$ cat src/rtl/debug_mon_settings.svh
`ifndef DEBUG_MON_SETTINGS_SVH
`define DEBUG_MON_SETTINGS_SVH

// --------------------------------------------------
// Cluster dimensions
// --------------------------------------------------

// Harts sharing the retirement bus
`define DBG_NUM_HARTS 4

// PC and instruction word width
`define DBG_XLEN 32

// --------------------------------------------------
// Instruction encodings
// --------------------------------------------------

// ebreak, full 32-bit word
`define DBG_EBREAK_OPC 32'h0010_0073

// c.ebreak sits in the low half, upper half zero
`define DBG_CEBREAK_OPC 32'h0000_9002

// dret, only legal in debug mode
`define DBG_DRET_OPC 32'h7b20_0073

`endif

$ cat src/rtl/debug_mon_pkg.sv
`include "debug_mon_settings.svh"

package debug_mon_pkg;

  // --------------------------------------------------
  // Data widths
  // --------------------------------------------------

  typedef logic [`DBG_XLEN-1:0] addr_t;
  typedef logic [`DBG_XLEN-1:0] instr_t;

  // Enough for four harts
  typedef logic [1:0] hart_id_t;

  // --------------------------------------------------
  // Encodings
  // --------------------------------------------------

  // Matches the dcsr.cause field
  typedef enum logic [2:0] {
    NONE    = 3'd0,
    EBREAK  = 3'd1,
    TRIGGER = 3'd2,
    HALTREQ = 3'd3
  } dbg_cause_e;

  // Listed in reporting priority, first match wins
  typedef enum logic [2:0] {
    V_MISSED_ENTRY,
    V_UNEXPECTED_ENTRY,
    V_WRONG_CAUSE,
    V_WRONG_DPC,
    V_WRONG_HALT_PC,
    V_DRET_NO_EXIT
  } violation_e;

  typedef enum logic [1:0] {
    RUN,
    ENTRY_DUE,
    IN_DEBUG,
    DRET_DUE
  } track_state_e;

  typedef enum logic [1:0] {
    IDLE,
    REQ_HIGH,
    WAIT_RELEASE
  } report_state_e;

endpackage

$ cat src/rtl/retire_event_if.sv
// One classified retirement for a single hart
interface retire_event_if;

  logic                       valid;
  debug_mon_pkg::addr_t       pc;
  logic                       is_ebreak;
  logic                       is_dret;
  logic                       is_compressed;
  logic                       trig_hit;
  logic                       at_halt_addr;

  // Core-reported debug status at this retirement
  logic                       debug_mode;
  debug_mon_pkg::dbg_cause_e  cause;
  debug_mon_pkg::addr_t       dpc;

  modport dec (
    output valid, pc, is_ebreak, is_dret, is_compressed,
    output trig_hit, at_halt_addr,
    output debug_mode, cause, dpc
  );

  modport trk (
    input valid, pc, is_ebreak, is_dret, is_compressed,
    input trig_hit, at_halt_addr,
    input debug_mode, cause, dpc
  );

endinterface

$ cat src/rtl/debug_entry_tracker.sv
module debug_entry_tracker (
  input  logic                      cov_assert_if,
  input  logic                      rst_n_i,
  input  logic                      debug_req_i,
  input  logic                      dcsr_ebreakm_i,
  retire_event_if.trk               ev,
  output logic                      viol_valid_o,
  output debug_mon_pkg::violation_e viol_code_o
);

  debug_mon_pkg::track_state_e state_q;
  debug_mon_pkg::track_state_e state_d;
  debug_mon_pkg::dbg_cause_e   exp_cause_q;
  debug_mon_pkg::addr_t        exp_dpc_q;
  debug_mon_pkg::dbg_cause_e   pred_cause;
  debug_mon_pkg::addr_t        pred_dpc;
  logic                        pred_hit;
  logic                        take_pred;
  logic                        halt_pend_q;
  logic                        halt_req;
  logic                        viol_d;
  debug_mon_pkg::violation_e   code_d;

  // A request seen in this cycle counts as well as a latched one
  assign halt_req = halt_pend_q || debug_req_i;

  // --------------------------------------------------
  // Cause prediction, trigger > ebreak > haltreq
  // --------------------------------------------------

  always_comb begin
    pred_hit   = 1'b1;
    pred_cause = debug_mon_pkg::NONE;
    pred_dpc   = ev.pc;
    if (ev.trig_hit) begin
      pred_cause = debug_mon_pkg::TRIGGER;
    end else if (ev.is_ebreak && dcsr_ebreakm_i) begin
      pred_cause = debug_mon_pkg::EBREAK;
    end else if (halt_req) begin
      // Haltreq resumes after the retired instruction
      pred_cause = debug_mon_pkg::HALTREQ;
      pred_dpc   = ev.pc + debug_mon_pkg::addr_t'(ev.is_compressed ? 2 : 4);
    end else begin
      pred_hit = 1'b0;
    end
  end

  // --------------------------------------------------
  // Entry and exit checks
  // --------------------------------------------------

  always_comb begin
    state_d   = state_q;
    take_pred = 1'b0;
    viol_d    = 1'b0;
    code_d    = debug_mon_pkg::V_MISSED_ENTRY;
    if (ev.valid) begin
      case (state_q)
        debug_mon_pkg::RUN: begin
          if (ev.debug_mode) begin
            viol_d  = 1'b1;
            code_d  = debug_mon_pkg::V_UNEXPECTED_ENTRY;
            state_d = debug_mon_pkg::IN_DEBUG;
          end else begin
            take_pred = pred_hit;
          end
        end
        debug_mon_pkg::ENTRY_DUE: begin
          if (!ev.debug_mode) begin
            viol_d  = 1'b1;
            code_d  = debug_mon_pkg::V_MISSED_ENTRY;
            state_d = debug_mon_pkg::RUN;
          end else begin
            viol_d = 1'b1;
            if (ev.cause != exp_cause_q) begin
              code_d = debug_mon_pkg::V_WRONG_CAUSE;
            end else if (ev.dpc != exp_dpc_q) begin
              code_d = debug_mon_pkg::V_WRONG_DPC;
            end else if (!ev.at_halt_addr) begin
              code_d = debug_mon_pkg::V_WRONG_HALT_PC;
            end else begin
              viol_d = 1'b0;
            end
            state_d = ev.is_dret ? debug_mon_pkg::DRET_DUE : debug_mon_pkg::IN_DEBUG;
          end
        end
        debug_mon_pkg::IN_DEBUG: begin
          if (!ev.debug_mode) begin
            state_d   = debug_mon_pkg::RUN;
            take_pred = pred_hit;
          end else if (ev.is_dret) begin
            state_d = debug_mon_pkg::DRET_DUE;
          end
        end
        debug_mon_pkg::DRET_DUE: begin
          if (ev.debug_mode) begin
            viol_d  = 1'b1;
            code_d  = debug_mon_pkg::V_DRET_NO_EXIT;
            state_d = ev.is_dret ? debug_mon_pkg::DRET_DUE : debug_mon_pkg::IN_DEBUG;
          end else begin
            state_d   = debug_mon_pkg::RUN;
            take_pred = pred_hit;
          end
        end
        default: state_d = debug_mon_pkg::RUN;
      endcase
      if (take_pred) begin
        state_d = debug_mon_pkg::ENTRY_DUE;
      end
    end
  end

  always_ff @(posedge cov_assert_if or negedge rst_n_i) begin
    if (!rst_n_i) begin
      state_q      <= debug_mon_pkg::RUN;
      halt_pend_q  <= 1'b0;
      viol_valid_o <= 1'b0;
    end else begin
      state_q      <= state_d;
      viol_valid_o <= viol_d;
      // Any predicted entry also serves the halt request
      if (take_pred) begin
        halt_pend_q <= 1'b0;
      end else if (debug_req_i && (state_q == debug_mon_pkg::RUN)) begin
        halt_pend_q <= 1'b1;
      end
    end
  end

  always_ff @(posedge cov_assert_if) begin
    if (take_pred) begin
      exp_cause_q <= pred_cause;
      exp_dpc_q   <= pred_dpc;
    end
    if (viol_d) begin
      viol_code_o <= code_d;
    end
  end

  a_viol_after_event: assert property (
    @(posedge cov_assert_if) disable iff (!rst_n_i)
    viol_valid_o |-> $past(ev.valid)
  ) else $error("Violation pulse without a preceding event");

endmodule

$ cat src/flat_wrapper.sv
// flat-port wrapper written by rule: the top's interface ports become plain ports
module debug_entry_tracker_flat 
  (cov_assert_if, rst_n_i, debug_req_i, dcsr_ebreakm_i, viol_valid_o, viol_code_o, ev_valid, ev_pc, ev_is_ebreak, ev_is_dret, ev_is_compressed, ev_trig_hit, ev_at_halt_addr, ev_debug_mode, ev_cause, ev_dpc);
  retire_event_if ev_i ();
  input  logic cov_assert_if;
  input  logic rst_n_i;
  input  logic debug_req_i;
  input  logic dcsr_ebreakm_i;
  output logic viol_valid_o;
  output debug_mon_pkg::violation_e viol_code_o;
  input wire logic [$bits(ev_i.valid)-1:0] ev_valid;
  input wire logic [$bits(ev_i.pc)-1:0] ev_pc;
  input wire logic [$bits(ev_i.is_ebreak)-1:0] ev_is_ebreak;
  input wire logic [$bits(ev_i.is_dret)-1:0] ev_is_dret;
  input wire logic [$bits(ev_i.is_compressed)-1:0] ev_is_compressed;
  input wire logic [$bits(ev_i.trig_hit)-1:0] ev_trig_hit;
  input wire logic [$bits(ev_i.at_halt_addr)-1:0] ev_at_halt_addr;
  input wire logic [$bits(ev_i.debug_mode)-1:0] ev_debug_mode;
  input wire logic [$bits(ev_i.cause)-1:0] ev_cause;
  input wire logic [$bits(ev_i.dpc)-1:0] ev_dpc;
  assign ev_i.valid = ev_valid;
  assign ev_i.pc = ev_pc;
  assign ev_i.is_ebreak = ev_is_ebreak;
  assign ev_i.is_dret = ev_is_dret;
  assign ev_i.is_compressed = ev_is_compressed;
  assign ev_i.trig_hit = ev_trig_hit;
  assign ev_i.at_halt_addr = ev_at_halt_addr;
  assign ev_i.debug_mode = ev_debug_mode;
  assign ev_i.cause = ev_cause;
  assign ev_i.dpc = ev_dpc;
  debug_entry_tracker u_core (.cov_assert_if(cov_assert_if), .rst_n_i(rst_n_i), .debug_req_i(debug_req_i), .dcsr_ebreakm_i(dcsr_ebreakm_i), .ev(ev_i), .viol_valid_o(viol_valid_o), .viol_code_o(viol_code_o));
endmodule
$ cat config.mk
export PLATFORM = sky130hd
export DESIGN_NAME = debug_entry_tracker_flat
export DESIGN_NICKNAME = d
export VERILOG_FILES = /design/src/rtl/debug_mon_pkg.sv /design/src/rtl/retire_event_if.sv /design/src/rtl/debug_entry_tracker.sv /design/src/flat_wrapper.sv
export VERILOG_INCLUDE_DIRS = /design/src /design/src/rtl
export SDC_FILE = /design/constraint.sdc
export NUM_CORES = 1
export LEC_CHECK = 0
export BUFFER_PORTS_ARGS = -buffer_cell sky130_fd_sc_hd__clkbuf_2
export CAP_MARGIN = 5
export CORE_UTILIZATION = 40
export CTS_CLUSTER_DIAMETER = 60
export DETAILED_ROUTE_END_ITERATION = 12
export PLACE_DENSITY = 0.62
export SLEW_MARGIN = 5
export SYNTH_ARGS = -nofsm -noshare
export SYNTH_HDL_FRONTEND = slang
export SYNTH_SLANG_ARGS = --single-unit
$ cat constraint.sdc
create_clock -name cov_assert_if -period 5.54 [get_ports cov_assert_if]
set_input_delay 0.277 -clock cov_assert_if [delete_from_list [all_inputs] [get_ports cov_assert_if]]
set_output_delay 0.277 -clock cov_assert_if [all_outputs]
set_load 0.01 [all_outputs]
==> summary.md <==
| Metric | Value |
|---|---|
| Crit Path Category | flip-flop to flip-flop |
| Most frequent cells in the layout | clkbuf_2 (81), xor2_1 (42), edfxtp_1 (37), xnor2_1 (20) |
| Clock power share | 0.226 |
| # DRC | 0 |
| Startpoint types | flip-flop |
| Seq pwr share | 0.505 |
| Clk_lat worst skew | 0.29 ns |
| Synth Warn # | 0 |
| WL final | approximately 5.3 mm |
| Grt total ovfl | 0 |
| Largest net degree at the start of global routing | 26 |
| Nets | 393 |
| CTS Root Cell | clkbuf_8 |
| Share of flip-flops with an asynchronous set or reset | 0.0976 |
| Final Util | 0.519 |
| Detailed-route via count | 1,918 |
| Max-cap violations | 0 |
| Worst Path Arrival | 2.36 ns |
| Area contributors post-synth | edfxtp_1 (44%), xor2_1 (15%), xnor2_1 (7.0%) |
| Post-route clock period utilization | 0.423 |
| Cells after synthesis | 218 |
| Port bufs | between 80 and 90 |
| Unrepaired setup endpoints after global routing | no |
| Global-route wire length before repair | 8.39 mm |
| Pwr/cell area | 270 mW/mm^2 |
| Post-route ant nets | 0 |
| Area grow syn2layout | 23.9% |
| Layout cell share with drive strength beyond 1 | 0.325 |
| Storage element area | 0.00121 sq mm |
| Wire per inst | 13.9 um |
| Period minus WS final | between 2 and 2.5 ns |
| Die footprint | 0.00660 sq mm |
| CTS tree | built |
| Leak | 0.00130 uW |
| Avg Cell Area, Syn | between 10 and 15 sq um |
| Final instance area | approximately 0.0031 sq mm |
| CTS buffer count | 5 |
| Int Pwr | 581 uW |
| Dpl hpwl | between 4 and 5 mm |
| Initial antenna violation count | 0 |
| Mapped Nets | 304 |
| Multi-input logic area | 0.00124 sq mm |
| Worst slew margin | 0.403 |
| Placer Congestion | 0.811 |
| Number of enable flip-flop cells after synthesis | 37 |
| Via/cell ratio | 5.01 |
| Switch share | 0.307 |
| Clock slew at reported path FFs | 0.08 ns |
| Synth top area share | 0.443 |
| Sum Neg Setup Slack | 0 ns |
| Filler instances | 558 |
| Hold Crit Class | primary input to flip-flop |
| Worst-path maximum fanout | 5 |
| Hold Path Depth | 1 |
| Pre-antenna DRT Iters | 4 |
| Vias in the first global route | between 1,500 and 2,000 |
| Die height | 81.2 um |
| Dpl cell area | 0.00301 sq mm |
| I/O Pins | 82 |
| Largest area contributor in the netlist | edfxtp_1 |
| Initial core utilization | 0.419 |
| Die W | 81.2 um |
| R2r worst-path depth | 5 |
| Main synth FF type | edfxtp_1 |
| Distinct cells, synth | 36 |
| Register area share after synthesis | 0.483 |
| Slew Viols, Final | 0 |
| N_diodes | 0 |
| Combinational power share | 0.269 |
| Initial DRC count | about 100 |
| Reported net switching power | 257 uW |
| Worst setup EP type | flip-flop |
| Commonest non-fill, non-tap cell in the layout | clkbuf_2 |
| Global-route usage over all layers | 0.177 |
| Dpl cells | 374 |
| Max frequency | 426 MHz |
| Setup violators final | 0 |
| Fin. Hold Viols | 0 |
| Max VDD drop | 121 uV |
| Post-Synthesis Cell Area | ~0.0025 sq mm |
| Post-Route Skew | 0.00748 ns |
| Worst EP required | 5.56 ns |
| Core ar. | approximately 0.0060 sq mm |
| Worst Tran Pin Value | 0.872 ns |
| H-Tree Depth | 2 |
| Status | complete, no violations |
| Num Clock Sinks | 41 |
| Row count | 28 |
| Yosys reg bits | 41 |
| Clock buffer depth | 2 |
| Final non-filler cell total | 383 |
[metrics by stage]
stage | power, uW | setup WS, ns | hold WS, ns
floorplan | 562 | 3.42 | -0.0186
global placement | 651 | 3.13 | 0.0872
detailed placement | 656 | 3.07 | 0.0914
CTS | 851 | 3.13 | 0.151
global route | 897 | 3.06 | 0.134
finish | 839 | 3.19 | 0.159
[routing by layer]
metal  part of all wire  up-vias  GRT usage
li1                   -      960          -
met3              0.082        7     0.0360
met2               0.48       72      0.293
met5                  0        -          0
met4              0.014        0     0.0643
met1               0.43      879      0.227
[flip-flops by register name, summed over array words and instances, names as in the netlist]
name / flops
u_core.exp_cause_q: 2
u_core.viol_code_o: 3
u_core.state_q: 2
u_core.viol_valid_o: 1
u_core.halt_pend_q: 1
u_core.exp_dpc_q: 32
[power groups by stage]
stage | logic [uW] | clock network [uW] | registers, uW
6_report | 226 | 190 | 423
5_1_grt | 253 | 214 | 429
4_1_cts | 228 | 199 | 423
3_5_place_dp | 226 | 0 | 430
3_3_place_gp | 221 | 0 | 429
2_1_floorplan | 131 | 0 | 431
[final timing paths]
path | start | endpoint | slack (ns)
worst max-delay path | u_core.state_q[0] | u_core.viol_code_o[2] | 3.19
worst max register to register | u_core.state_q[0] | u_core.viol_code_o[2] | 3.19
max in group asynchronous | rst_n_i | u_core.state_q[0] | 5.09
worst min register to register | u_core.halt_pend_q | u_core.halt_pend_q | 0.55
min in group asynchronous | rst_n_i | u_core.viol_valid_o | 0.32
worst min-delay path | ev_pc[0] | u_core.exp_dpc_q[0] | 0.16
[cells in the mapped netlist (2+ instances only)]
cell type and number:
a211oi_1 2, a21oi_1 6, and2_1 2, and3_1 2
and4_1 5, buf_2 2, dfrtp_1 4, edfxtp_1 37
ha_1 7, inv_1 13, nand2_1 12, nand3_1 13
nand4_1 8, nor2_1 10, nor3_1 4, nor4_1 8
o21ai_0 4, xnor2_1 20, xor2_1 42
[kinds of logic (layout without fill, tap and decap cells)]
family,after synthesis,after routing,synth area share
simple gates,73,73,0.178
xor+xnor,63,63,0.223
flops,41,41,0.483
compound gates,17,17,0.0459
buf+inv,15,105,0.0234
fa+ha+maj,8,8,0.0429
mux,1,1,0.00449
[area by class of cell]
class | instances | area share
Sequential cell | 41 | 0.389
Inverter | 13 | 0.0157
Clock inverter | 3 | 0.00563
Tap cell | 75 | 0.0302
Multi-Input combinational cell | 162 | 0.399
Clock buffer | 5 | 0.0221
Timing Repair Buffer | 84 | 0.138
[repair_timing]
item	in CTS	in global routing
hold endpoints to repair	4	0
resized for setup	0	0
endpoints found under the setup margin	0	0
hold buffers	1	0
setup buffers	0	0
[critical path, cell delays in order (launching register included)]
cell and delay [ns]:
dfrtp_1 0.42, inv_1 0.10, ha_1 0.32, and4_1 0.19
a2111oi_0 0.79, buf_4 0.25
Note: power is estimated with default switching activity, not from simulation.
